--- src/verilog/cpu_settings.svh ---
`ifndef CPU_SETTINGS_SVH
`define CPU_SETTINGS_SVH

`define DATA_WIDTH      32
`define WORD_ADDR_WIDTH 30
`define GPR_ADDR_WIDTH  5
`define SPM_DEPTH       1024

// opcodes
`define OPCODE_WIDTH 6
`define OP_NOP   6'h00
`define OP_ADD   6'h01
`define OP_SUB   6'h02
`define OP_AND   6'h03
`define OP_OR    6'h04
`define OP_XOR   6'h05
`define OP_ADDI  6'h06
`define OP_LOAD  6'h07
`define OP_STORE 6'h08
`define OP_BEQ   6'h09

`define ALU_OP_WIDTH 3
`define ALU_ADD 3'd0
`define ALU_SUB 3'd1
`define ALU_AND 3'd2
`define ALU_OR  3'd3
`define ALU_XOR 3'd4

// instruction fields; rt overlaps imm and is only meaningful for register ops
`define INSN_OP_BITS  31:26
`define INSN_RD_BITS  25:21
`define INSN_RS_BITS  20:16
`define INSN_RT_BITS  15:11
`define INSN_IMM_BITS 15:0
`define IMM_WIDTH     16

`endif

--- src/verilog/cpu_pkg.sv ---
`include "cpu_settings.svh"

package cpu_pkg;

    typedef logic [`DATA_WIDTH-1:0]      word_t;
    typedef logic [`WORD_ADDR_WIDTH-1:0] word_addr_t;
    typedef logic [`GPR_ADDR_WIDTH-1:0]  gpr_addr_t;
    typedef logic [`ALU_OP_WIDTH-1:0]    alu_op_t;

    typedef struct packed {
        logic       valid;
        word_addr_t pc;
        word_t      insn;
    } fetch_t;

    typedef struct packed {
        logic      valid;
        alu_op_t   alu_op;
        word_t     alu_in_0;
        word_t     alu_in_1;
        logic      is_load;
        logic      is_store;
        word_t     store_data;
        gpr_addr_t dst_addr;
        logic      gpr_we;
    } id_ex_t;

    typedef struct packed {
        logic      valid;
        word_t     alu_out;   // byte address for loads and stores
        logic      is_load;
        logic      is_store;
        word_t     store_data;
        gpr_addr_t dst_addr;
        logic      gpr_we;
    } ex_mem_t;

    typedef struct packed {
        word_t     wr_data;
        gpr_addr_t dst_addr;
        logic      gpr_we;
    } mem_wb_t;

    // as_n low selects an access, rw high writes
    typedef struct packed {
        logic       as_n;
        logic       rw;
        word_addr_t addr;
        word_t      wr_data;
    } spm_req_t;

endpackage

--- src/verilog/fetch_stage.sv ---
`timescale 1ns/1ps

module fetch_stage (
    input  logic                clk,
    input  logic                arst_n,
    input  logic                cpu_en,
    input  logic                br_taken,
    input  cpu_pkg::word_addr_t br_addr,
    input  cpu_pkg::word_t      insn,
    output cpu_pkg::word_addr_t pc,
    output cpu_pkg::fetch_t     fetch
);

    always_ff @(posedge clk or negedge arst_n) begin
        if (!arst_n) begin
            pc <= '0;
        end else if (cpu_en) begin
            // redirect lands after the delay slot has been fetched
            if (br_taken) begin
                pc <= br_addr;
            end else begin
                pc <= pc + cpu_pkg::word_addr_t'(1);
            end
        end
    end

    always_ff @(posedge clk or negedge arst_n) begin
        if (!arst_n) begin
            fetch <= '0;
        end else begin
            fetch.valid <= cpu_en;  // bubbles while halted
            fetch.pc    <= pc;
            fetch.insn  <= insn;
        end
    end

endmodule

--- config.mk ---
export PLATFORM = sky130hd
export DESIGN_NAME = fetch_stage
export DESIGN_NICKNAME = d
export VERILOG_FILES = /design/src/verilog/cpu_pkg.sv /design/src/verilog/fetch_stage.sv
export VERILOG_INCLUDE_DIRS = /design/src /design/src/verilog
export SDC_FILE = /design/constraint.sdc
export NUM_CORES = 1
export LEC_CHECK = 0
export BUFFER_PORTS_ARGS = -buffer_cell sky130_fd_sc_hd__buf_4
export CELL_PAD_IN_SITES_DETAIL_PLACEMENT = 1
export CELL_PAD_IN_SITES_GLOBAL_PLACEMENT = 1
export CORE_UTILIZATION = 38
export CTS_CLUSTER_DIAMETER = 150
export DETAILED_ROUTE_END_ITERATION = 8
export PLACE_DENSITY_LB_ADDON = 0.25
export SYNTH_ARGS = -nofsm -noshare
export SYNTH_HDL_FRONTEND = slang
export SYNTH_SLANG_ARGS = --single-unit
export TNS_END_PERCENT = 20
--- constraint.sdc ---
create_clock -name clk -period 5.26 [get_ports clk]
set_input_delay 0.263 -clock clk [delete_from_list [all_inputs] [get_ports clk]]
set_output_delay 0.263 -clock clk [all_outputs]
set_load 0.05 [all_outputs]
==> run metrics <==
outcome=finished, violations left; failing checks=DRC; most common cell after layout, fill and taps aside=buf_4; Slew Limit Fails=0; Site Rows=34; IO Pins=159; pre-CTS setup slack=2.91 ns; initial antenna violation count=1; most frequent cells in the layout=buf_4, dfrtp_1, a21oi_1, dlygate4sd3_1, o21ai_0; Net count, final=543; post-route ant nets=0; number of global-route vias before repair=3176; final period utilization=0.413; final core occ=0.597; unrepaired setup endpoints after global routing=no; critical path type=flip-flop to flip-flop; Switching Share=0.375; Worst Setup End Kind=flip-flop; postcts setup bufs=0; syn avg cell area=11.9 um2; Pleak=2.42 nW; first-pass iteration count of the detailed router=7; startpoint types=flip-flop; placed cell areas=0.00475 mm2; die area=0.00957 mm2; CTS clock-pin slew for the worst setup and hold paths=0.10 ns; Root Driver=clkbuf_8; Yosys cell types=40; Filler Cells Inserted=933; Yosys warnings=0; Clk pwr share=0.265; post-cts resize count=0; Worst Path Max Fanout=8; final hold violations=0; cell area after layout=0.00526 mm2; WL/cell=20.1 um; Hold Path Class=input port to flip-flop; vias=3235; WP data required=5.48 ns; part of the power in registers=0.437; Worst-Margin Slew=0.921 ns; Sink Count=93; routability cong.=0.796; post-DP HPWL=7.31 mm; Iteration-0 DRC Markers=229; Core Box Area=0.00881 mm2; layout cells sized above 1=0.383; Worst Path Arrival=2.39 ns; internal cell power=1.25 mW; GRT overflow=0; P_sw=0.748 mW; Max-Slew Margin vs Limit=0.382; Fin Setup TNS=0 ns; # setup viols final=0; Worst-Skew Late Latency=0.35 ns; post-synthesis sequential area ratio=0.667; first-pass GRT wire length=16.7 mm; Mapped Area=0.00349 mm2; Area Growth Syn to Fin=50.6%; Max Clk Rate=460 MHz; Comb pwr share=0.297; number of max-cap violations=0; initial core utilization=0.396; DRC=36; Syn Nets=361; setup ws final=3.09 ns; Post-Syn Instances=294; Peak VDD IR=0.167 mV; vias per inst=5.48; H-tree depth=3; IO buf count=158; largest net degree at the start of global routing=66; Seq cells post-synth=93; GRT Util Overall=0.225; WL final=11.9 mm; CTS tree=built; P per Cell Area=380 mW/mm2; worst clock skew=0.0111 ns; CTS Buf Count=9; Tmin final=2.17 ns; die width=97.8 um; Die H=97.8 um; Max Root-Sink Buffers=2
layout make-up:
type                    count  area (um2)  area share
diodes                      1        2.50    0.000476
well taps                 108         135      0.0257
clock inverters             6        92.6      0.0176
inverters                   3        11.3     0.00214
multi-input cells         182        1080       0.206
flip-flops and latches     93        2330       0.443
repair buffers            187        1470       0.280
clock buffers              10         128      0.0243
cells in the mapped netlist:
cell type	count	area, um2
o22ai_1	9	56.3
buf_1	1	3.75
nand4_1	12	75.1
nand2_1	21	78.8
clkinv_1	1	3.75
buf_2	1	5.00
clkbuf_1	13	48.8
and2_1	1	6.26
a22o_1	3	26.3
nor4_2	1	12.5
nand3_1	10	50.1
mux2i_1	3	30.0
nand4_2	1	12.5
and3_1	7	43.8
or3_1	3	18.8
a32oi_1	2	17.5
o31ai_1	2	15.0
o41ai_1	1	8.76
nor4_4	1	21.3
mux2_1	1	11.3
a21oi_1	32	160
a21o_1	1	7.51
a22oi_1	2	15.0
a311oi_1	2	17.5
dfrtp_1	93	2330
ha_1	1	12.5
a211oi_1	1	7.51
nor2_1	20	75.1
a21boi_0	1	7.51
a2bb2oi_1	1	8.76
nand3_2	2	20.0
buf_4	1	7.51
nor3b_2	1	12.5
o21ai_0	24	120
a31o_2	4	35.0
and4_1	5	43.8
o221ai_1	4	35.0
nor2b_1	2	12.5
a41o_1	1	10.0
inv_1	2	7.51
metrics by stage:
stage | total power, mW | hold WS [ns] | cells
after floorplan | 1.23 | -0.0326 | 294
after global placement | 1.44 | 0.210 | 545
after detailed placement | 1.46 | 0.213 | 545
after CTS | 1.99 | 0.000406 | 573
after global routing | 2.07 | -0.00623 | 590
final | 2.00 | 0.0179 | 590
routing by layer:
metal  GRT usage  routed length [um]  vias up
met5           0                   0        -
met4      0.0758                 264        0
met3      0.0508                 866       20
met2       0.379                6030      162
met1       0.288                4710     1611
li1            -                   -     1442
worst max-delay path: stages (launching register included):
cell	delay, ns
dfrtp_1	0.48
ha_1	0.26
nand3_2	0.17
nor2_1	0.54
nand3_1	0.28
o22ai_1	0.21
a21oi_1	0.11
power groups by stage:
stage	clock network, mW	logic [mW]	registers [mW]
2_1_floorplan	0	0.0885	1.14
3_3_place_gp	0	0.564	0.878
3_5_place_dp	0	0.573	0.883
4_1_cts	0.541	0.582	0.869
5_1_grt	0.569	0.618	0.884
6_report	0.529	0.593	0.873
cell families (layout without fill, tap and decap cells):
| logic type | count (synthesis) | count (layout) | synth area share |
|---|---|---|---|
| flip-flops | 93 | 93 | 0.667 |
| AO/OA/AOI/OAI | 90 | 90 | 0.157 |
| AND/OR/NAND/NOR | 87 | 87 | 0.138 |
| buffers and inverters | 19 | 206 | 0.0219 |
| multiplexers | 4 | 4 | 0.0118 |
| adder cells (fa/ha/maj) | 1 | 1 | 0.00359 |
| other | 0 | 1 | 0 |
repair_timing:
item | in CTS | in global routing
setup endpoints to repair | 0 | 0
hold buffers | 12 | 16
endpoints found under the hold margin | 39 | 16
flip-flops by register name, summed over array words and instances (netlist names):
name   cells
pc        30
fetch     63
final timing paths:
kind	from	end	slack, ns	cells past startpoint
min	insn[5]	fetch[5]	0.02	1
min in group asynchronous	arst_n	fetch[10]	0.40	2
max reg2reg	pc[0]	pc[22]	3.09	6
max in group asynchronous	arst_n	fetch[52]	3.70	3
max	pc[0]	pc[22]	3.09	6
min reg2reg	pc[12]	fetch[44]	0.45	0
No activity file was read; power rests on OpenSTA's default activity.
