===== config.mk =====
export PLATFORM = sky130hd
export DESIGN_NAME = execute_stage
export DESIGN_NICKNAME = d
export VERILOG_FILES = /design/src/verilog/cpu_pkg.sv /design/src/verilog/execute_stage.sv
export VERILOG_INCLUDE_DIRS = /design/src /design/src/verilog
export SDC_FILE = /design/constraint.sdc
export NUM_CORES = 1
export LEC_CHECK = 0
export BUFFER_PORTS_ARGS = -buffer_cell sky130_fd_sc_hd__buf_4
export CAP_MARGIN = 20
export CORE_ASPECT_RATIO = 0.8
export CORE_UTILIZATION = 40
export DETAILED_ROUTE_END_ITERATION = 10
export PLACE_DENSITY = 0.76
export SLEW_MARGIN = 10
export SYNTH_ARGS = -nofsm -noshare
export SYNTH_HDL_FRONTEND = slang
export SYNTH_SLANG_ARGS = --single-unit

===== constraint.sdc =====
create_clock -name clk -period 9.8 [get_ports clk]
set_input_delay 0.98 -clock clk [delete_from_list [all_inputs] [get_ports clk]]
set_output_delay 0.98 -clock clk [all_outputs]
set_load 0.02 [all_outputs]

===== src/verilog/cpu_settings.svh =====
`ifndef CPU_SETTINGS_SVH
`define CPU_SETTINGS_SVH

`define DATA_WIDTH      32
`define WORD_ADDR_WIDTH 30
`define GPR_ADDR_WIDTH  5
`define SPM_DEPTH       1024

// opcodes
`define OPCODE_WIDTH 6
`define OP_NOP   6'h00
`define OP_ADD   6'h01
`define OP_SUB   6'h02
`define OP_AND   6'h03
`define OP_OR    6'h04
`define OP_XOR   6'h05
`define OP_ADDI  6'h06
`define OP_LOAD  6'h07
`define OP_STORE 6'h08
`define OP_BEQ   6'h09

`define ALU_OP_WIDTH 3
`define ALU_ADD 3'd0
`define ALU_SUB 3'd1
`define ALU_AND 3'd2
`define ALU_OR  3'd3
`define ALU_XOR 3'd4

// instruction fields; rt overlaps imm and is only meaningful for register ops
`define INSN_OP_BITS  31:26
`define INSN_RD_BITS  25:21
`define INSN_RS_BITS  20:16
`define INSN_RT_BITS  15:11
`define INSN_IMM_BITS 15:0
`define IMM_WIDTH     16

`endif


===== src/verilog/cpu_pkg.sv =====
`include "cpu_settings.svh"

package cpu_pkg;

    typedef logic [`DATA_WIDTH-1:0]      word_t;
    typedef logic [`WORD_ADDR_WIDTH-1:0] word_addr_t;
    typedef logic [`GPR_ADDR_WIDTH-1:0]  gpr_addr_t;
    typedef logic [`ALU_OP_WIDTH-1:0]    alu_op_t;

    typedef struct packed {
        logic       valid;
        word_addr_t pc;
        word_t      insn;
    } fetch_t;

    typedef struct packed {
        logic      valid;
        alu_op_t   alu_op;
        word_t     alu_in_0;
        word_t     alu_in_1;
        logic      is_load;
        logic      is_store;
        word_t     store_data;
        gpr_addr_t dst_addr;
        logic      gpr_we;
    } id_ex_t;

    typedef struct packed {
        logic      valid;
        word_t     alu_out;   // byte address for loads and stores
        logic      is_load;
        logic      is_store;
        word_t     store_data;
        gpr_addr_t dst_addr;
        logic      gpr_we;
    } ex_mem_t;

    typedef struct packed {
        word_t     wr_data;
        gpr_addr_t dst_addr;
        logic      gpr_we;
    } mem_wb_t;

    // as_n low selects an access, rw high writes
    typedef struct packed {
        logic       as_n;
        logic       rw;
        word_addr_t addr;
        word_t      wr_data;
    } spm_req_t;

endpackage


===== src/verilog/execute_stage.sv =====
`timescale 1ns/1ps
`include "cpu_settings.svh"

module execute_stage (
    input  logic              clk,
    input  logic              arst_n,
    input  cpu_pkg::id_ex_t   id_ex,
    output cpu_pkg::word_t    alu_out,
    output cpu_pkg::ex_mem_t  ex_mem
);

    // also feeds decode forwarding directly
    always_comb begin
        case (id_ex.alu_op)
            `ALU_ADD: begin
                alu_out = id_ex.alu_in_0 + id_ex.alu_in_1;
            end
            `ALU_SUB: begin
                alu_out = id_ex.alu_in_0 - id_ex.alu_in_1;
            end
            `ALU_AND: begin
                alu_out = id_ex.alu_in_0 & id_ex.alu_in_1;
            end
            `ALU_OR: begin
                alu_out = id_ex.alu_in_0 | id_ex.alu_in_1;
            end
            `ALU_XOR: begin
                alu_out = id_ex.alu_in_0 ^ id_ex.alu_in_1;
            end
            default: begin
                alu_out = '0;  // unused codes
            end
        endcase
    end

    always_ff @(posedge clk or negedge arst_n) begin
        if (!arst_n) begin
            ex_mem <= '0;
        end else begin
            ex_mem.valid      <= id_ex.valid;
            ex_mem.alu_out    <= alu_out;
            ex_mem.is_load    <= id_ex.is_load;
            ex_mem.is_store   <= id_ex.is_store;
            ex_mem.store_data <= id_ex.store_data;
            ex_mem.dst_addr   <= id_ex.dst_addr;
            ex_mem.gpr_we     <= id_ex.gpr_we;
        end
    end

endmodule


==> qor.txt <==
Critical Path AT: 5.53 ns
Top Registers: ex_mem: 73 flops
Initial drt markers: 325
Finished Layout Cells: 1,079
Setup Viol. Count Final: 0
Number of flip-flops in the largest register: 73
Cell leakage power: 4.129 nW
Post-CTS setup buffer count: 0
Yosys warns: 0
Reg clk slew, reported paths: 0.06 ns
Synth Area per Inst: 8.721 um^2
Starting density of the core: 41.80%
Routed wire length: 17,540 um
Vias in the first global route: 5,396
Area Overhead vs Synth: 33.64%
CP peak stage delay: 0.71 ns
Hold_buf cts: 0
RSZ-0062 raised after global routing: no
Vias: 5,802
Crit path max-delay cell type: nand2_1
Sequential share of the synthesized area: 30.05%
Die width: 139.8 um
Fill cells: 1,357
Fin crit share: 66.45%
DRC: 0
Synth Flop Type: dfrtp_1
Worst EP required: 8.82 ns
Worst rel slew slack: 29.78%
CP cell instances: buf_4, nor2_1, nand2_1, nand2_1, o21ai_0, fa_1, nor2b_1, o31a_1, o31ai_1, o21ai_0, a41oi_1, a31oi_1, xnor2_1, o221ai_1, buf_4
Largest net degree at the start of global routing: 74
Setup_tns: 0 ns
Crit end category: primary output
Maximum vdd drop: 0.00008602 V
Number of buffers on the longest clock path: 2
First-pass GRT wire length: 27,850 um
Synth cell types: 63
Total GRT Usage: 22.51%
Routed WL per cell: 16.25 um
Max-cap viol count: 0
DR pass1 iterations: 5
Global placement routability congestion: 0.9183
Initial antenna violation count: 0
Most common cell after layout, fill and taps aside: buf_4
Yosys reg bits: 73
N_diodes: 0
CTS H-tree lvls: 3
Crit path max fanout: 21
Final hold vios: 0
Post-synth EDFFs: 0
NumNets Final: 1,097
Synth top area cells: dfrtp_1 30%, ha_1 20%, xnor2_1 5.9%
Yosys top cell area share: 30.05%
Startpoint types: input port
CP Class: input port to primary output
Status: finished, final reports clean
Clk root buf: clkbuf_16
Max Fclk: 0.1536 GHz
Row count: 39
Final Critical Period: 6.512 ns
Area leader, netlist: dfrtp_1
Highest-count cells in the layout ignoring fill and taps: 215 x buf_4, 96 x ha_1, 73 x dfrtp_1, 72 x inv_1, 54 x nor2_1
Fraction of layout cells with a size suffix above 1: 27.49%
Die height: 112.3 um
Asr flop ratio synth: 100.0%
Ports: 215
Biggest register: ex_mem
Count of input and output buffers: 214
Worst-margin pin slew: 1.053 ns
Post-Place Cell Area: 7795 um^2
Power density over the cells: 141.5 nW/um^2
WHS: 0.7408 ns
CTS tree: done
Routed vias/inst: 5.377
Syn Nets: 904
Post-CTS Resized: 0
Num CTS Buffers: 9
GR Overflow Total: 0
Full die area: 15,700 um^2
Detailed Place HPWL: 13,620 um
Mapped Cells: 697
Post-synthesis cell area: 6078 um^2
Final number of max-transition violations: 0
Hold Path Class: input port to register
DRT antenna net count: 0
Placeable Area: 14,540 um^2
Placed cell count: 1,063
Sink Count: 73
Post-route cell area: 8123 um^2
worst max-delay path, delay by kind of cell:
family | cells | cell delay [ns]
buf+inv | 2 | 0.39
xor+xnor | 1 | 0.09
compound gates | 7 | 1.96
simple gates | 4 | 1.63
fa+ha+maj | 1 | 0.48
layout make-up:
cell class	instances	area [um^2]	area share, %
well taps	184	230.2	2.834
repair buffers	215	1614	19.87
inverters	73	274.0	3.373
flip-flops and latches	73	1827	22.49
multi-input cells	518	3850	47.40
clock inverters	7	102.6	1.263
clock buffers	9	225.2	2.773
synth_stat cells, types with 2 or more instances:
library cell / number
o2111ai_1: 2
nand3_1: 10
nand2_1: 41
buf_1: 5
o21ai_1: 2
o21a_1: 5
nand4_1: 8
or3_1: 3
nor3b_1: 2
o21ai_0: 45
o41ai_1: 3
a211oi_1: 15
a41oi_1: 3
nor3_1: 8
o21bai_1: 2
a31oi_1: 14
nor4_1: 3
dfrtp_1: 73
nor2_1: 54
and3_1: 5
o31ai_1: 9
nor2b_1: 5
a221o_1: 3
ha_1: 96
buf_2: 3
mux2i_1: 4
a21oi_1: 51
o31a_1: 3
xnor2_1: 41
o221ai_1: 8
xor2_1: 12
clkbuf_1: 25
o22ai_1: 8
a21o_1: 18
and2_1: 4
inv_1: 72
and4_1: 2
nand2b_1: 5
routing by layer:
metal,wire length [um],GRT usage [%],up-vias
li1,-,-,2831
met1,7845,29.27,2675
met2,7980,36.80,262
met3,1263,4.991,34
met4,450,7.985,0
met5,0,0,-
through the flow:
step                util [%]  total power, mW  worst slack (ns)
floorplan                  -           0.6051             4.178
global placement       53.61           0.7766             3.591
detailed placement     53.61           0.7811             3.353
CTS                    55.86            1.157             3.321
global route           55.86            1.213             2.872
finish                 55.86            1.149             3.288
kinds of logic after synthesis:
kind of cell / count (synthesis) / share of synthesized area [%]
adder cells (fa/ha/maj): 97 / 20.09
multiplexers: 4 / 0.6587
XOR/XNOR: 53 / 7.637
flip-flops: 73 / 30.05
AND/OR/NAND/NOR: 162 / 13.32
AO/OA/AOI/OAI: 202 / 21.63
buffers and inverters: 106 / 6.608
path summary, 6_finish.rpt:
check / from / cells after the start / end / slack (ns)
max in group asynchronous: arst_n / 1 / ex_mem[17] / 8.41
worst max-delay path: id_ex[105] / 15 / alu_out[30] / 3.29
min in group asynchronous: arst_n / 1 / ex_mem[9] / 0.77
worst min-delay path: id_ex[9] / 1 / ex_mem[9] / 0.74
power breakdown:
part / internal, mW / switching (mW) / leakage (nW)
sequential: 0.328 / 0.00744 / 0.884
combinational: 0.187 / 0.255 / 3.08
clock: 0.226 / 0.144 / 0.162
Note: power is estimated with default switching activity, not from simulation.
