--- src/verilog/cpu_settings.svh ---
`ifndef CPU_SETTINGS_SVH
`define CPU_SETTINGS_SVH

`define DATA_WIDTH      32
`define WORD_ADDR_WIDTH 30
`define GPR_ADDR_WIDTH  5
`define SPM_DEPTH       1024

// opcodes
`define OPCODE_WIDTH 6
`define OP_NOP   6'h00
`define OP_ADD   6'h01
`define OP_SUB   6'h02
`define OP_AND   6'h03
`define OP_OR    6'h04
`define OP_XOR   6'h05
`define OP_ADDI  6'h06
`define OP_LOAD  6'h07
`define OP_STORE 6'h08
`define OP_BEQ   6'h09

`define ALU_OP_WIDTH 3
`define ALU_ADD 3'd0
`define ALU_SUB 3'd1
`define ALU_AND 3'd2
`define ALU_OR  3'd3
`define ALU_XOR 3'd4

// instruction fields; rt overlaps imm and is only meaningful for register ops
`define INSN_OP_BITS  31:26
`define INSN_RD_BITS  25:21
`define INSN_RS_BITS  20:16
`define INSN_RT_BITS  15:11
`define INSN_IMM_BITS 15:0
`define IMM_WIDTH     16

`endif

--- src/verilog/cpu_pkg.sv ---
`include "cpu_settings.svh"

package cpu_pkg;

    typedef logic [`DATA_WIDTH-1:0]      word_t;
    typedef logic [`WORD_ADDR_WIDTH-1:0] word_addr_t;
    typedef logic [`GPR_ADDR_WIDTH-1:0]  gpr_addr_t;
    typedef logic [`ALU_OP_WIDTH-1:0]    alu_op_t;

    typedef struct packed {
        logic       valid;
        word_addr_t pc;
        word_t      insn;
    } fetch_t;

    typedef struct packed {
        logic      valid;
        alu_op_t   alu_op;
        word_t     alu_in_0;
        word_t     alu_in_1;
        logic      is_load;
        logic      is_store;
        word_t     store_data;
        gpr_addr_t dst_addr;
        logic      gpr_we;
    } id_ex_t;

    typedef struct packed {
        logic      valid;
        word_t     alu_out;   // byte address for loads and stores
        logic      is_load;
        logic      is_store;
        word_t     store_data;
        gpr_addr_t dst_addr;
        logic      gpr_we;
    } ex_mem_t;

    typedef struct packed {
        word_t     wr_data;
        gpr_addr_t dst_addr;
        logic      gpr_we;
    } mem_wb_t;

    // as_n low selects an access, rw high writes
    typedef struct packed {
        logic       as_n;
        logic       rw;
        word_addr_t addr;
        word_t      wr_data;
    } spm_req_t;

endpackage

--- src/verilog/gpr_file.sv ---
`timescale 1ns/1ps
`include "cpu_settings.svh"

module gpr_file (
    input  logic               clk,
    input  logic               arst_n,
    input  cpu_pkg::gpr_addr_t rd_addr_0,
    input  cpu_pkg::gpr_addr_t rd_addr_1,
    output cpu_pkg::word_t     rd_data_0,
    output cpu_pkg::word_t     rd_data_1,
    input  cpu_pkg::mem_wb_t   mem_wb
);

    cpu_pkg::word_t regs [2**`GPR_ADDR_WIDTH];

    function automatic cpu_pkg::word_t read_gpr(input cpu_pkg::gpr_addr_t addr);
        if (addr == '0) begin
            return '0;
        end else if (mem_wb.gpr_we && mem_wb.dst_addr == addr) begin
            return mem_wb.wr_data;  // same-cycle write passes through
        end
        return regs[addr];
    endfunction

    assign rd_data_0 = read_gpr(rd_addr_0);
    assign rd_data_1 = read_gpr(rd_addr_1);

    always_ff @(posedge clk or negedge arst_n) begin
        if (!arst_n) begin
            for (int i = 0; i < 2**`GPR_ADDR_WIDTH; i++) begin
                regs[i] <= '0;
            end
        end else if (mem_wb.gpr_we && mem_wb.dst_addr != '0) begin
            regs[mem_wb.dst_addr] <= mem_wb.wr_data;
        end
    end

endmodule

--- config.mk ---
export PLATFORM = sky130hd
export DESIGN_NAME = gpr_file
export DESIGN_NICKNAME = d
export VERILOG_FILES = /design/src/verilog/cpu_pkg.sv /design/src/verilog/gpr_file.sv
export VERILOG_INCLUDE_DIRS = /design/src /design/src/verilog
export SDC_FILE = /design/constraint.sdc
export NUM_CORES = 2
export LEC_CHECK = 0
export ABC_AREA = 0
export BUFFER_PORTS_ARGS = -buffer_cell sky130_fd_sc_hd__buf_2
export CELL_PAD_IN_SITES_DETAIL_PLACEMENT = 2
export CELL_PAD_IN_SITES_GLOBAL_PLACEMENT = 2
export CORE_MARGIN = 2
export CORE_UTILIZATION = 40
export DETAILED_ROUTE_END_ITERATION = 7
export PLACE_DENSITY = 0.8
export SLEW_MARGIN = 20
export SYNTH_ARGS = -nofsm -noshare
export SYNTH_HDL_FRONTEND = slang
export SYNTH_SLANG_ARGS = --single-unit
--- constraint.sdc ---
create_clock -name clk -period 2.2 [get_ports clk]
set_clock_uncertainty 0.2 [all_clocks]
set_input_delay 0.22 -clock clk [delete_from_list [all_inputs] [get_ports clk]]
set_output_delay 0.22 -clock clk [all_outputs]
set_load 0.05 [all_outputs]
==> flow_metrics.py <==
metrics = {
    "run_status": {
        "status": "complete, but fails checks",
        "violations": "negative setup slack",
    },
    "layout": {
        "postLayoutCoreUtil": 0.527,
        "reg_top3": "regs: 1024 flops",
        "regMostFlops": "regs",
        "fin_cells": 6238,
        "nets": 4399,
        "fillCellCount": 11860,
        "largest_register_ffs": 1024,
        "syn2layout_area_growth_pct": 30.4,
        "drive_gt1_frac": 0.671,
    },
    "synthesis": {
        "syn_nets": 3708,
        "synth_top_cell_by_area": "dfrtp_1",
        "netlist_top_cells_count": "dfrtp_1 (1024), mux2_2 (985), mux4_2 (451)",
        "ys_async_sr_fraction": 1.00,
        "synth_top_family_by_area": "multiplexers",
        "synthAdderAreaFrac": 0,
        "synthXorXnorAreaFrac": 0.00159,
        "yosys-mux-area-fraction": 0.423,
        "synth_top_flop_cell": "dfrtp_1",
        "synth-simple-area-share": 0.0164,
        "ys_seq_area_frac": 0.467,
        "synthTopCellsByArea": "dfrtp_1 (47%), mux2_2 (20%), mux4_2 (18%), mux2i_1 (3.5%), a211oi_1 (2.1%)",
        "synth_top_area_share": 0.467,
        "synthCells": 3658,
        "syn_avg_cell_area_um2": 15.0,
        "ys_types": 44,
        "netlist_area_um2": 54900,
        "synth_edf_count": 0,
        "ys_ff_latch": 1024,
        "synth-compound-area-share": 0.0555,
        "yosysWarnings": 0,
        "synth.most_common_cell": "dfrtp_1",
    },
    "place": {
        "port_buffers": 113,
        "gp_congestion": 0.848,
        "pre_cts_ws_ps": -916,
        "dpl.cell_count": 5847,
        "dp_hpwl_mm": 170,
    },
    "die": {
        "io_pins": 114,
        "rows": 135,
        "die_area_um2": 140000,
        "coreArea_um2": 136000,
        "die_w_um": 375,
        "chipHeight_um": 375,
        "initial_core_util": 0.404,
    },
    "setup_path": {
        "r2r.worst_path.cells": 3,
        "critPathMaxFanout": 2,
        "cp_num_buf_inv": 2,
        "slowest_delay_ps": 450,
        "critical_path.top_delay_family": "compound AO/OA/AOI/OAI gates",
        "crit_chain": "buf_4 > mux2i_1 > o221ai_1 > a211o_1 > a32o_2 > buf_12",
        "rr_startpoint": "regs[393]",
        "critical_path_class": "reg2out",
        "crit_arrival_ps": 3040,
        "critPathSlowestCell": "dfrtp_2",
        "cp_data_required_time_ps": 1780,
        "reg2reg_setup_slack_ps": 810,
        "cp.depth": 6,
        "cp-start-kind": "flip-flop",
        "worstSetupEndpointType": "output port",
        "timing.rr.end": "regs[393]",
    },
    "global_route": {
        "overflow": 0,
        "grt_antenna_before_repair": 27,
        "grt_pass1_wl_mm": 438,
        "grt_max_degree": 109,
        "grt_pass1_vias": 51423,
        "grt_util_all_layers": 0.448,
    },
    "clock_tree": {
        "clkTransAtPathRegs_ps": 80,
        "cts_buffer_depth": 3,
        "clk_latency_ps": 770,
        "numClockSinks": 1024,
        "htreeDepth": 3,
        "cts-root-buf": "clkbuf_16",
        "cts-buffers-inserted": 113,
        "cts_tree": "yes",
    },
    "sta": {
        "period_share": 1.57,
        "finalMaxSlewViolations": 0,
        "relSlewSlack": 0.251,
        "rsz0062_at_grt": "true",
        "setup_violations": 70,
        "hold_viol": 0,
        "period_minus_slack_ps": 3460,
        "setup_ws_ps": -1260,
        "fmax_mhz": 289,
        "worst_pin_slew_ps": 1120,
    },
    "routing": {
        "dr_total_vias": 47460,
        "viasPerCell": 7.61,
        "drc": 0,
        "wl_per_cell_um": 53.1,
        "ant_nets": 0,
        "drt-total-wl_mm": 331,
        "drt-initial-drc-count": 6372,
        "drt-pass1-iter-count": 5,
    },
    "pwr": {
        "power.leakage_uw": 0.0315,
        "power_uw": 68400,
        "power.density_nw_per_um2": 955,
        "peakVddDrop_uv": 805,
    },
    "worst_hold_path": {
        "hold_path_class": "in2async",
    },
    "flow_run": {
        "maxCapViolations": 0,
    },
}
-- what timing repair did --
item,4_1_cts,5_1_grt
buffers inserted,98,46
cloned,0,0
setup endpoints to repair,64,83
pin swaps,178,97
hold buffers,35,0
hold endpoints to repair,1567,0
resized for setup,302,136
-- worst max-delay path by stage --
stage / from / end / slack [ps]
5_1_grt: regs[841] / rd_data_1[9] / -1190
3_3_place_gp: rd_addr_1[0] / rd_data_1[17] / -730
2_1_floorplan: rd_addr_1[0] / rd_data_1[10] / -110
3_5_place_dp: rd_addr_1[0] / rd_data_1[10] / -920
6_report: regs[490] / rd_data_0[10] / -1260
4_1_cts: regs[4] / rd_data_0[4] / -1040
-- metal layers --
layer	track usage	vias to the layer above	routed length, um
li1	-	15585	-
met1	0.480	24710	105000
met2	0.700	4786	149000
met3	0.149	2363	37000
met4	0.417	16	40200
met5	0	-	102
-- report_power, final --
part	switching [uW]	internal, uW	leakage (uW)
clock network	9660	11500	0.00187
registers	4430	22400	0.0131
logic	10300	10100	0.0165
-- cell families after synthesis --
kind of cell              after synthesis
muxes                                1634
DFF                                  1024
buffers and inverters                 440
AOI/OAI and AO/OA                     380
and+or+nand+nor                       170
xor gates and xnor gates               10
-- per-stage QoR --
stage               setup TNS [ps]  instance area (um2)  hold WS, ps
floorplan                    -3850                55500         -276
global placement           -105590                64500        -68.8
detailed placement         -156880                64500        -70.0
CTS                         -58410                70600         13.8
global route                -64840                71600         45.4
finish                      -65870                71600         40.3
-- layout by cell type (no fill, tap or decap), types with 31 or more instances in the layout --
cell	n
buf_2	44
a32o_2	32
dfrtp_1	1005
mux4_2	451
a211oi_2	94
a211oi_4	39
buf_4	662
mux2_2	984
o22ai_1	31
clkbuf_16	115
mux2i_1	162
buf_6	35
buf_12	217
-- layout make-up --
| cell class | count | area (um2) | area share |
|---|---|---|---|
| clock buffer | 164 | 3330 | 0.0465 |
| inverter | 3 | 11.3 | 0.000157 |
| multi-input combinational | 2194 | 29300 | 0.409 |
| clock inverter | 39 | 439 | 0.00613 |
| antenna | 20 | 50.0 | 0.000699 |
| tap | 1781 | 2230 | 0.0311 |
| timing repair buffer | 1013 | 10600 | 0.148 |
| sequential | 1024 | 25600 | 0.358 |
-- tightest hold or removal path, cell delays in order --
cell,delay (ps)
dlygate4sd3_1,560
buf_8,300
buf_12,290
Note: power is estimated with default switching activity, not from simulation.
