[src/verilog/cpu_settings.svh]
`ifndef CPU_SETTINGS_SVH
`define CPU_SETTINGS_SVH

`define DATA_WIDTH      32
`define WORD_ADDR_WIDTH 30
`define GPR_ADDR_WIDTH  5
`define SPM_DEPTH       1024

// opcodes
`define OPCODE_WIDTH 6
`define OP_NOP   6'h00
`define OP_ADD   6'h01
`define OP_SUB   6'h02
`define OP_AND   6'h03
`define OP_OR    6'h04
`define OP_XOR   6'h05
`define OP_ADDI  6'h06
`define OP_LOAD  6'h07
`define OP_STORE 6'h08
`define OP_BEQ   6'h09

`define ALU_OP_WIDTH 3
`define ALU_ADD 3'd0
`define ALU_SUB 3'd1
`define ALU_AND 3'd2
`define ALU_OR  3'd3
`define ALU_XOR 3'd4

// instruction fields; rt overlaps imm and is only meaningful for register ops
`define INSN_OP_BITS  31:26
`define INSN_RD_BITS  25:21
`define INSN_RS_BITS  20:16
`define INSN_RT_BITS  15:11
`define INSN_IMM_BITS 15:0
`define IMM_WIDTH     16

`endif

[src/verilog/cpu_pkg.sv]
`include "cpu_settings.svh"

package cpu_pkg;

    typedef logic [`DATA_WIDTH-1:0]      word_t;
    typedef logic [`WORD_ADDR_WIDTH-1:0] word_addr_t;
    typedef logic [`GPR_ADDR_WIDTH-1:0]  gpr_addr_t;
    typedef logic [`ALU_OP_WIDTH-1:0]    alu_op_t;

    typedef struct packed {
        logic       valid;
        word_addr_t pc;
        word_t      insn;
    } fetch_t;

    typedef struct packed {
        logic      valid;
        alu_op_t   alu_op;
        word_t     alu_in_0;
        word_t     alu_in_1;
        logic      is_load;
        logic      is_store;
        word_t     store_data;
        gpr_addr_t dst_addr;
        logic      gpr_we;
    } id_ex_t;

    typedef struct packed {
        logic      valid;
        word_t     alu_out;   // byte address for loads and stores
        logic      is_load;
        logic      is_store;
        word_t     store_data;
        gpr_addr_t dst_addr;
        logic      gpr_we;
    } ex_mem_t;

    typedef struct packed {
        word_t     wr_data;
        gpr_addr_t dst_addr;
        logic      gpr_we;
    } mem_wb_t;

    // as_n low selects an access, rw high writes
    typedef struct packed {
        logic       as_n;
        logic       rw;
        word_addr_t addr;
        word_t      wr_data;
    } spm_req_t;

endpackage

[src/verilog/mem_stage.sv]
`timescale 1ns/1ps
`include "cpu_settings.svh"

module mem_stage (
    input  logic               clk,
    input  logic               arst_n,
    input  cpu_pkg::ex_mem_t   ex_mem,
    output cpu_pkg::spm_req_t  spm_req,
    input  cpu_pkg::word_t     spm_rd_data,
    output cpu_pkg::word_t     fwd_mem_data,
    output cpu_pkg::mem_wb_t   mem_wb
);

    logic misaligned;
    logic mem_access;

    // alu_out is a byte address, word accesses only
    assign misaligned = ex_mem.alu_out[1:0] != 2'b00;
    assign mem_access = ex_mem.valid && (ex_mem.is_load || ex_mem.is_store) && !misaligned;

    always_comb begin
        spm_req.as_n    = !mem_access;
        spm_req.rw      = ex_mem.is_store;
        spm_req.addr    = ex_mem.alu_out[`DATA_WIDTH-1:2];
        spm_req.wr_data = ex_mem.store_data;
    end

    // writeback value, also forwarded to decode
    assign fwd_mem_data = ex_mem.is_load ? spm_rd_data : ex_mem.alu_out;

    always_ff @(posedge clk or negedge arst_n) begin
        if (!arst_n) begin
            mem_wb <= '0;
        end else begin
            mem_wb.wr_data  <= fwd_mem_data;
            mem_wb.dst_addr <= ex_mem.dst_addr;
            // dropped load leaves its destination untouched
            mem_wb.gpr_we   <= ex_mem.valid && ex_mem.gpr_we
                               && !(ex_mem.is_load && misaligned);
        end
    end

endmodule

[config.mk]
export PLATFORM = sky130hd
export DESIGN_NAME = mem_stage
export DESIGN_NICKNAME = d
export VERILOG_FILES = /design/src/verilog/cpu_pkg.sv /design/src/verilog/mem_stage.sv
export VERILOG_INCLUDE_DIRS = /design/src /design/src/verilog
export SDC_FILE = /design/constraint.sdc
export NUM_CORES = 1
export LEC_CHECK = 0
export CORE_AREA = 3 3 91 93
export CTS_CLUSTER_SIZE = 40
export DETAILED_ROUTE_END_ITERATION = 16
export DIE_AREA = 0 0 94 96
export DONT_BUFFER_PORTS = 1
export PLACE_DENSITY = 0.47
export SLEW_MARGIN = 25
export SYNTH_ARGS = -nofsm -noshare
export SYNTH_HDL_FRONTEND = slang
export SYNTH_SLANG_ARGS = --single-unit
[constraint.sdc]
create_clock -name clk -period 0.8 [get_ports clk]
set_input_delay 0.04 -clock clk [delete_from_list [all_inputs] [get_ports clk]]
set_output_delay 0.04 -clock clk [all_outputs]
set_load 0.01 [all_outputs]
==> results, run 1 <==
- The flow ran to the end, but the final reports show violations.
- The checks that failed: hold timing, setup timing.
- Buffers added to address setup during post-CTS repair amount to 0.
- Including well taps, the total number of placed cells is around 180.
- The synthesized netlist contains 10 unique library cells.
- Prior to clock tree synthesis, the placed netlist has a worst setup slack of 0.252 ns.
- The repair_antennas step left the layout with diodes totalling 0.
- In this run, synthesis produced a sequential element count of 38.
- Summed over all nets, the switching power comes to roughly 950 uW.
- Dividing total power by cell area gives a power density of approximately 2000 mW/mm2.
- Sorting the synthesized cells by area gives the leading types as sky130_fd_sc_hd__dfrtp_1, sky130_fd_sc_hd__buf_4, sky130_fd_sc_hd__mux2_4.
- The register with the highest flop count is mem_wb.
- The count of synthesis-stage warnings from yosys is 0.
- Compared with the post-synthesis result, the final layout area differs by 2.02%.
- The I/O pin count is around 240.
- The cell-internal power is just over 3 mW.
- The count of cells in the finished layout, fillers not included, comes to 220.
- The number of buffers between clock root and the deepest sink is 2.
- Entering global routing, the biggest net connects 39 pins.
- The global-route usage over all layers is between 8 and 9%.
- The mapped netlist covers just under 0.002 mm2.
- The required time of the critical path is around 0.96 ns.
- At the pin with the least slew margin, the transition time is between 0.2 and 0.3 ns.
- Averaged over all synthesized cells, the footprint is between 10 and 15 um2.
- In this run, flip-flops and latches consume between 50% and 60% of the power.
- The final clock period utilization by the worst path is 100%.
- In this run the tightest slew margin relative to its limit is between 80% and 90%.
- Walking the worst path, the cells encountered are mux2_4, dlygate4sd3_1.
- Counting both buffers and inverters, the worst setup path holds a total of 1.
- The cell at the slowest stage of the critical path is sky130_fd_sc_hd__dlygate4sd3_1.
- The maximum net fanout on the critical path is 34.
- Across the VDD grid, the largest voltage drop is 0.412 mV.
- The register with the most flip-flops in the layout has 38 of them.
- The detailed-route wire length per cell is roughly 20 um.
- The worst path setup slack after routing is -0.00132 ns.
- Subtracting the final worst setup slack from the clock period gives around 0.80 ns.
- The initial utilization of the core area, before any placement, comes to 26.1%.
- Net switching is 23.4% of the power.
- The half-perimeter wire length of the detailed placement result is between 3000 and 4000 um.
- Counting every sink on the clock net gives 38.
- In the final layout, the share of cells above drive strength 1 is a little over a third.
- Across all hold checks on the routed design, the worst slack comes to -0.553 ns.
- The class of the tightest hold or removal check is input pin to asynchronous set/reset pin.
- The root buffer selected by CTS is sky130_fd_sc_hd__clkbuf_8.
- The cell count after synthesis came out at approximately 140.
- The global-route wire length before repair is 5840 um.
- The number of remaining DRC errors is 0.
- In the final layout, the registers with the most flip-flops are mem_wb (38).
- TritonCTS created 5 clock buffers.
- The number of setup violations in the final report is 2.
- For this run, the post-layout net count is between 200 and 250.
- Based on the critical path, the design can be clocked at up to about 1200 MHz.
- In this run the standard cell core region covers between 0.007 and 0.008 mm2.
- For this run, the detailed router's first-pass iteration total came to 2.
- Setup repair after global routing could not meet its margin everywhere.
- Data arrives at the worst endpoint at ~0.96 ns.
- The height of the chip is 96 um.
- The fill cell instance count of the final layout is 790.
- The placer congestion estimate is 0.683.
- The number of pins exceeding their max-slew limit in the final report is 0.
- The starting DRC count in detailed routing is 14.
- The routed wire length is 4480 um.
- The die area is about 0.0090 mm2.
- Summed over its instances, the top area cell type makes up 47.9% of the synthesized netlist area.
- The cell taking the most area after synthesis is sky130_fd_sc_hd__dfrtp_1.
- The share of total power dissipated in combinational logic is between 10% and 20%.
- The H-tree generated during clock tree synthesis spans 2 levels.
- By startpoint and endpoint, the worst setup path is classified as input pin to flop.
- Summed over all layers, the global routing overflow is 0.
- The clock-pin slew on the worst setup and hold paths is around 0.080 ns.
- TritonCTS built the clock tree.
- Counting every net in the synthesized netlist gives 248.
- The chip width is 94 um.
- The leakage dissipation is between 0.8 and 0.9 nW.
- The number of vias per cell is 4.23.
- For this design, the CTS-stage hold fixing added 36 buffers.
- The count of nets left with antenna violations after detail routing is 0.
- The number of hold violations in the final report is just over 40.
- The clock power share is approximately 33%.
- The sequential cells in the finished layout cover a total of around 950 um2.
- The multi-input combinational cells in the finished layout cover a total of around 500 um2.
- The portion of the post-synthesis area used by sequential elements is 47.9%.
- The standard-cell row count is 32.
- The worst stage delay on the critical path is 0.57 ns.
- The number of global-route vias before repair came to approximately 1,100.
- STA classifies the critical path startpoint as an input pin.
- The total via count in the routed design is 930.
- The reported max-cap violation count is 0.
- Port buffering added 0 buffers.
- The cell family contributing the most delay on the critical path is buffers and inverters.
- The worst setup path is captured at a flop.
- The number of antenna violations at the first check in global routing is 0.
[worst paths after layout]
| check | start | to | slack (ns) | cells after the start |
|---|---|---|---|---|
| setup / recovery | ex_mem[39] | mem_wb[8] | -0.001 | 2 |
| hold / removal | arst_n | mem_wb[30] | -0.55 | 0 |
| max in group asynchronous | arst_n | mem_wb[0] | 1.26 | 0 |
| min in group clk | ex_mem[69] | mem_wb[35] | -0.02 | 1 |
[cells in the mapped netlist (all sizes together)]
library cell,n
nor2,1
dfrtp,38
and3,1
buf,67
o211ai,1
mux2,32
o21ai,1
[through the flow]
stage | power [mW] | hold WS, ns | setup TNS, ns | instance area (um2) | utilization, %
final | 4.05 | -0.553 | -0.00157 | 2020 | 26.6
after floorplan | 2.92 | -0.256 | 0 | 1980 | -
after detailed placement | 2.60 | -0.254 | 0 | 1570 | 20.6
after global placement | 2.59 | -0.254 | 0 | 1570 | 20.6
after global routing | 4.28 | -0.580 | -0.0170 | 2020 | 26.6
after CTS | 4.14 | -0.569 | 0 | 2020 | 26.6
[repair_timing]
action / CTS / global route
endpoints found under the setup margin: 1 / 1
gates resized for setup: 1 / 0
endpoints found under the hold margin: 76 / 41
[layout by cell type (no fill, tap or decap)]
cell type / count
sky130_fd_sc_hd__clkinvlp_4: 1
sky130_fd_sc_hd__and3_1: 1
sky130_fd_sc_hd__o211ai_1: 1
sky130_fd_sc_hd__dfrtp_1: 37
sky130_fd_sc_hd__nor2_1: 1
sky130_fd_sc_hd__dlygate4sd3_1: 36
sky130_fd_sc_hd__clkinv_2: 1
sky130_fd_sc_hd__clkbuf_8: 6
sky130_fd_sc_hd__dfrtp_2: 1
sky130_fd_sc_hd__mux2_2: 4
sky130_fd_sc_hd__mux2_4: 28
sky130_fd_sc_hd__o21ai_1: 1
[routing by layer]
layer	GRT usage (%)	vias to the layer above	wire, um
met5	0	-	0
met4	7.58	0	240
met3	4.93	28	704
met2	15.6	121	2290
met1	7.04	436	1240
li1	-	345	-
[power groups by stage]
stage | Sequential [mW] | Clock [mW] | Combinational, mW
after floorplan | 2.21 | 0 | 0.707
after global placement | 2.24 | 0 | 0.348
after detailed placement | 2.24 | 0 | 0.355
after CTS | 2.20 | 1.40 | 0.541
after global routing | 2.21 | 1.50 | 0.572
final | 2.20 | 1.32 | 0.536
[cells by family (layout without fill, tap and decap cells)]
family	Yosys count	after routing	synth area share [%]
DFF	38	38	47.9
AOI/OAI and AO/OA	2	2	0.631
and+or+nand+nor	2	2	0.505
muxes	32	32	23.5
buffers and inverters	67	44	27.4
[cell type report]
| cell class | count | area share (%) |
|---|---|---|
| clock buffers | 6 | 4.08 |
| clock inverters | 2 | 0.618 |
| multi-input cells | 36 | 24.1 |
| flip-flops and latches | 38 | 47.1 |
| well taps | 102 | 6.31 |
| repair buffers | 36 | 17.8 |
No activity file was read; power rests on OpenSTA's default activity.
==> run 2, diff against run 1 <==
--- a/config.mk
+++ b/config.mk
@@ -12,6 +12,7 @@
 export DIE_AREA = 0 0 94 96
 export DONT_BUFFER_PORTS = 1
 export PLACE_DENSITY = 0.47
+export REMOVE_ABC_BUFFERS = 1
 export SLEW_MARGIN = 25
 export SYNTH_ARGS = -nofsm -noshare
 export SYNTH_HDL_FRONTEND = slang
==> run 2 against run 1 <==
- die area unchanged
- the run still ends with hold timing, setup timing left
- highest routed layer is now met5
- critical endpoint is now mem_wb[36]
- combinational power increased by 3.9%
- sequential power about the same
- via count increased by 5.2%
- clock power increased by 4%
- fmax decreased by 0.51%
- worst setup slack got worse by 0.0041 ns
- routed wire length increased by 19%
- critical path type unchanged
==> results, run 2 (synthesis results as in run 1) <==
- The number of diodes added for antenna fixing is 0.
- The critical path data arrival time is 0.97 ns.
- The number of buffers between clock root and the deepest sink is 2.
- For this configuration, the core starts out at a cell density of around a quarter.
- Based on the critical path, the design can be clocked at up to between 1000 and 1500 MHz.
- The HPWL after detailed placement is approximately 4200 um.
- The number of global-route vias before repair is 1,135.
- STA classifies the critical path endpoint as a flop.
- The largest voltage drop on the vdd net is between 0.5 and 0.6 mV.
- Setup repair after global routing could not meet its margin everywhere.
- The detailed router finished its first iteration with 13 violations.
- Dividing the detail-routed wire length by the instance count gives 23.8 um.
- The class of the tightest hold or removal check is input pin to asynchronous set/reset pin.
- The total via count in the routed design is a little under 1,000.
- Once detail routing completed, the nets flagged for antenna violations numbered 0.
- Counting the fill cells in the layout gives between 700 and 800.
- The largest single stage delay on the critical path is 0.57 ns.
- In this run the static leakage power is 0.913 nW.
- In the final layout, the registers with the most flip-flops are mem_wb (38).
- The number of antenna violations at the first check in global routing came to 0.
- The die covers approximately 0.0090 mm2.
- The H-tree was split into 2 levels.
- Relative to the synthesized area, the layout overhead comes to 3.97%.
- The required time of the critical path is 0.97 ns.
- In this run the count of I/O pins placed on the die edge is roughly 240.
- The standard-cell row count is 32.
- The slowest stage of the critical path belongs to the cell sky130_fd_sc_hd__dlygate4sd3_1.
- Global routing used between 10% and 20% of the available tracks.
- The post-route non-filler standard cell count is between 200 and 250.
- The leading cell type in the layout, fill and taps excluded is sky130_fd_sc_hd__dlygate4sd3_1.
- The number of iterations in the first detailed-routing pass is 3.
- In the post-route analysis, the smallest setup slack over all paths is -0.00544 ns.
- The number of pins exceeding their max-slew limit in the final report is 0.
- The core utilization of the finished layout is a little over a quarter.
- The type of element launching the critical path is an input pin.
- The run finished, with violations left.
- Counting flops per register, the top entry is mem_wb.
- Cells with a size suffix above 1 make up between 30 and 40% of the layout.
- The checks that failed: hold timing, setup timing.
- The net count of the finished layout is 228.
- The worst path uses 101% of the clock period.
- Clock tree synthesis inserted a total of 5 buffers.
- For the pin with the worst max-slew slack, the measured transition is approximately 0.3 ns.
- Using the TritonRoute via totals, the vias-per-cell ratio works out to around 4.4.
- In this run the horizontal extent of the chip is ~94 um.
- Leaving out fill and tap cells, the most frequent cells in the layout are sky130_fd_sc_hd__dlygate4sd3_1, sky130_fd_sc_hd__dfrtp_1, sky130_fd_sc_hd__mux2_4, sky130_fd_sc_hd__clkbuf_8, sky130_fd_sc_hd__mux2_2.
- Wires add up to 5340 um.
- The post-cts gate resize count is 0.
- The number of hold violations in the final report is 38.
- Across all hold checks on the routed design, the worst slack comes to -0.562 ns.
- The root buffer selected by CTS is sky130_fd_sc_hd__clkbuf_8.
- The number of remaining DRC errors is 0.
- Counting both buffers and inverters, the worst setup path holds a total of 1.
- In this design, the largest share of critical-path delay is due to buffers and inverters.
- The number of setup violations in the final report is 2.
- The total instance count after detailed placement is between 150 and 200.
- The first global-routing pass estimated 6910 um of wire.
- The clock-pin slew on the worst setup and hold paths is ~0.08 ns.
- The number of flip-flops under the largest register name is 38.
- Of all nets on the critical path, the largest fanout is 34.
- The multi-input logic area is around 490 um2.
- The power density over cell area is between 1500 and 2000 mW/mm2.
- The relative slew slack is around 80%.
- The CTS tree is yes.
- Entering global routing, the biggest net connects 39 pins.
- The placer congestion estimate is between 0.5 and 0.6.
- The sequential cell area in the final layout is about 950 um2.
- The height of the chip is between 90 and 100 um.
- After layout, the minimum clock period comes to a little over 0.8 ns.
- The TritonCTS sink count is 38.
- The path type of the worst setup path is input pin to flop.
- The area of the core region is approximately 0.0076 mm2.
- The reported max-cap violation count is 0.
- Buffers placed on the I/O ports in this run total 0.
- The critical path goes through mux2_2, dlygate4sd3_1.
- The total overflow reported by the global router is 0.
-- run 2: cell count changes in the layout (fill, tap and decap cells not counted) --
cell,before,now
sky130_fd_sc_hd__dfrtp_1,37,38
sky130_fd_sc_hd__dfrtp_2,1,0
sky130_fd_sc_hd__dlygate4sd3_1,36,40
-- run 2: path summary, 6_finish.rpt --
kind / start / endpoint / slack, ns / cells after the start
worst min-delay path: arst_n / mem_wb[10] / -0.56 / 0
worst max-delay path: ex_mem[39] / mem_wb[36] / -0.005 / 2
max in group asynchronous: arst_n / mem_wb[23] / 1.28 / 0
min in group clk: ex_mem[41] / mem_wb[0] / 0.01 / 2
-- run 2: final cells by class --
cell class / count / share of cell area [%]
flip-flops and latches: 38 / 46.1
clock inverters: 2 / 0.607
multi-input cells: 36 / 23.7
repair buffers: 40 / 19.4
well taps: 102 / 6.19
clock buffers: 6 / 4.00
-- run 2: stage by stage --
stage          power [mW]  area (um2)  setup TNS, ns  setup slack [ns]
6_report             4.12        2060       -0.00756          -0.00544
5_1_grt              4.36        2060       -0.00182          -0.00182
4_1_cts              4.22        2040              0           0.00886
3_5_place_dp         2.61        1570              0             0.236
3_3_place_gp         2.60        1570              0             0.242
2_1_floorplan        2.52        1440              0             0.279
-- run 2: what timing repair did --
item | in CTS | in global routing
setup buffers | 0 | 0
endpoints found under the setup margin | 0 | 1
hold endpoints to repair | 76 | 40
hold buffers | 38 | 2
-- run 2: per-layer routing --
layer / part of all wire, % / GRT usage [%]
met4: 1.2 / 3.97
met5: 0.67 / 4.76
met2: 41 / 13.6
met3: 17 / 9.30
met1: 41 / 13.4
-- run 2: power breakdown --
part	switching, mW	internal, mW
sequential	0.137	2.06
clock	0.675	0.693
combinational	0.186	0.371
==> run 3, diff against run 2 <==
--- a/config.mk
+++ b/config.mk
@@ -11,7 +11,6 @@
 export DETAILED_ROUTE_END_ITERATION = 16
 export DIE_AREA = 0 0 94 96
 export DONT_BUFFER_PORTS = 1
-export PLACE_DENSITY = 0.47
 export REMOVE_ABC_BUFFERS = 1
 export SLEW_MARGIN = 25
 export SYNTH_ARGS = -nofsm -noshare
==> run 3 against run 2 <==
- power about the same
- non-clock buffer count rose by 2
- clock power hardly changed
- the flow still finishes with violations (hold timing, setup timing)
- critical endpoint is now mem_wb[37]
- die area unchanged
- sequential share of layout area decreased by 0.42 points
- sequential cell count stayed put
- highest routed layer unchanged
- count of clock-buffer cells in the layout rose by 1
- critical path type unchanged
==> results, run 3 (synthesis results as in run 1) <==
- The standard-cell row count is 32.
- The number of antenna violations at the first check in global routing is 2.
- The number of hold violations in the final report is 38.
- The height of the chip is around 96 um.
- The chip width is 94 um.
- The type of element launching the critical path is an input pin.
- OpenSTA, run right after detailed placement, puts the worst setup slack at 0.255 ns.
- The tightest min-delay check is of the input pin to asynchronous set/reset pin type.
- Setup total negative slack on the finished layout was measured at -0.0115 ns.
- Routability-driven placement finished with a final weighted congestion of 0.628.
- The reported max-cap violation count is 0.
- The leakage dissipation is approximately 0.93 nW.
- The routed layout has 987 vias.
- Data arrives at the worst endpoint at roughly 0.98 ns.
- The instance area after placement is 0.00157 mm2.
- The final reports fail on hold timing, setup timing.
- Setup repair after global routing left no endpoint under its margin.
- Buffers added to address setup during post-CTS repair amount to 0.
- The register with the most flip-flops in the layout has 38 of them.
- The largest net degree at the start of global routing is 39.
- The number of iterations in the first detailed-routing pass is 2.
- The total power is between 4 and 5 mW.
- The clock-pin slew on the worst setup and hold paths is around 0.08 ns.
- The count of nets left with antenna violations after detail routing is 0.
- The worst path setup slack after routing is -0.0115 ns.
- The routed wire length is just over 6000 um.
- The final hold slack is -0.560 ns.
- The core utilization of the finished layout is a little over a quarter.
- Global routing consumed, over all layers together, around an eighth of the routing resources.
- The root buffer selected by CTS is sky130_fd_sc_hd__clkbuf_8.
- Across the VDD grid, the largest voltage drop is 0.523 mV.
- The worst setup path is of the input pin to flop kind.
- The largest registers in the layout are mem_wb (38).
- The worst setup path is captured at a flop.
- The number of remaining DRC errors is 0.
- For this design the ratio of total power to cell area is roughly 2000 mW/mm2.
- The worst-margin pin slew is 0.283 ns.
- The post-route non-filler standard cell count is between 200 and 250.
- The worst stage delay on the critical path is around 0.58 ns.
- The number of hold buffers added after cts is between 40 and 50.
- The relative slew slack is 81.1%.
- The final design instance area without fill is approximately 0.0021 mm2.
- The H-tree generated during clock tree synthesis spans 2 levels.
- After detailed routing, the average wire length per cell comes to between 20 and 30 um.
- The number of global-route vias before repair was 1,140.
- The top cell types in the final layout, fill and taps aside, are sky130_fd_sc_hd__dlygate4sd3_1, sky130_fd_sc_hd__dfrtp_1, sky130_fd_sc_hd__mux2_4, sky130_fd_sc_hd__clkbuf_8, sky130_fd_sc_hd__mux2_2.
- The flow ran to the end, but the final reports show violations.
- The number of vias per cell is ~4.4.
- Of all nets on the critical path, the largest fanout is 34.
- Traced cell by cell, the critical path runs through mux2_2, dlygate4sd3_1.
- The TritonCTS sink count is 38.
- Summed over all nets, the half-perimeter wirelength after detailed placement is between 4000 and 5000 um.
- The number of input and output port buffers inserted is 0.
- The area of the core region is around 0.0076 mm2.
- The critical path crosses 2 cells after its start point.
- The detailed router finished its first iteration with 26 violations.
- The number of setup violations in the final report is 1.
- The count of buffer and inverter cells on the critical path is 1.
- The growth of design area from synthesis to finish is 4.92%.
- 241 I/O pins were placed.
- The number of diodes added for antenna fixing is 0.
- In the final design database the tool counted 230 nets.
- The CTS tree is yes.
- The required time of the critical path is 0.97 ns.
- The clock passes through at most 2 buffers.
- Counting tap cells, the placed design contains a total of around 180 instances.
- The total overflow reported by the global router is 0.
- The register with the highest flop count is mem_wb.
- Buffers inserted during clock tree synthesis total 5.
- The leading cell type in the layout, fill and taps excluded is sky130_fd_sc_hd__dlygate4sd3_1.
- The die covers 0.00902 mm2.
- The final clock period utilization by the worst path is 101%.
- For this configuration, the core starts out at a cell density of a little over a quarter.
- The number of pins exceeding their max-slew limit in the final report was 0.
- The smallest clock period supported by the final layout is computed as around 0.81 ns.
- The cell at the slowest stage of the critical path is sky130_fd_sc_hd__dlygate4sd3_1.
- The fmax is roughly 1200 MHz.
- The layout cell share with drive strength beyond 1 is roughly a third.
- The global-route wire length before repair is between 7000 and 8000 um.
- The cell family contributing the most delay on the critical path is buffers and inverters.
[run 3: cell count changes in the layout (fill, tap and decap cells not counted)]
cell	delta
sky130_fd_sc_hd__clkinvlp_4	-1
sky130_fd_sc_hd__dlymetal6s4s_1	+1
sky130_fd_sc_hd__clkbuf_1	+1
sky130_fd_sc_hd__dlygate4sd3_1	+1
[run 3: area by class of cell]
cell class | instances | area, um2
clock buffer | 7 | 86.3
clock inverter | 1 | 5.00
fill | 796 | 5530
multi-input combinational | 36 | 488
sequential | 38 | 951
tap | 102 | 128
timing repair buffer | 42 | 423
[run 3: path summary, 6_finish.rpt]
| check | start | end |
|---|---|---|
| worst max-delay path | ex_mem[39] | mem_wb[37] |
| worst min-delay path | arst_n | mem_wb[37] |
| max in group asynchronous | arst_n | mem_wb[16] |
| min in group clk | ex_mem[56] | spm_req[46] |
[run 3: where the power goes]
part | switching, mW | internal [mW] | leakage, nW
logic | 0.192 | 0.379 | 0.439
clock network | 0.655 | 0.696 | 0.0482
registers | 0.139 | 2.06 | 0.444
total | 0.986 | 3.13 | 0.931
[run 3: layer usage]
layer  GRT usage, %  up-vias  share of wire [%]
li1               -      357                  -
met1           14.9      471                 37
met2           15.8      141                 38
met3           13.2       12                 22
met4           4.09        6                1.3
met5           5.95        -                1.3
[run 3: repair_timing]
item / CTS / global route
gates resized for setup: 0 / 1
setup endpoints to repair: 0 / 1
endpoints found under the hold margin: 76 / 38
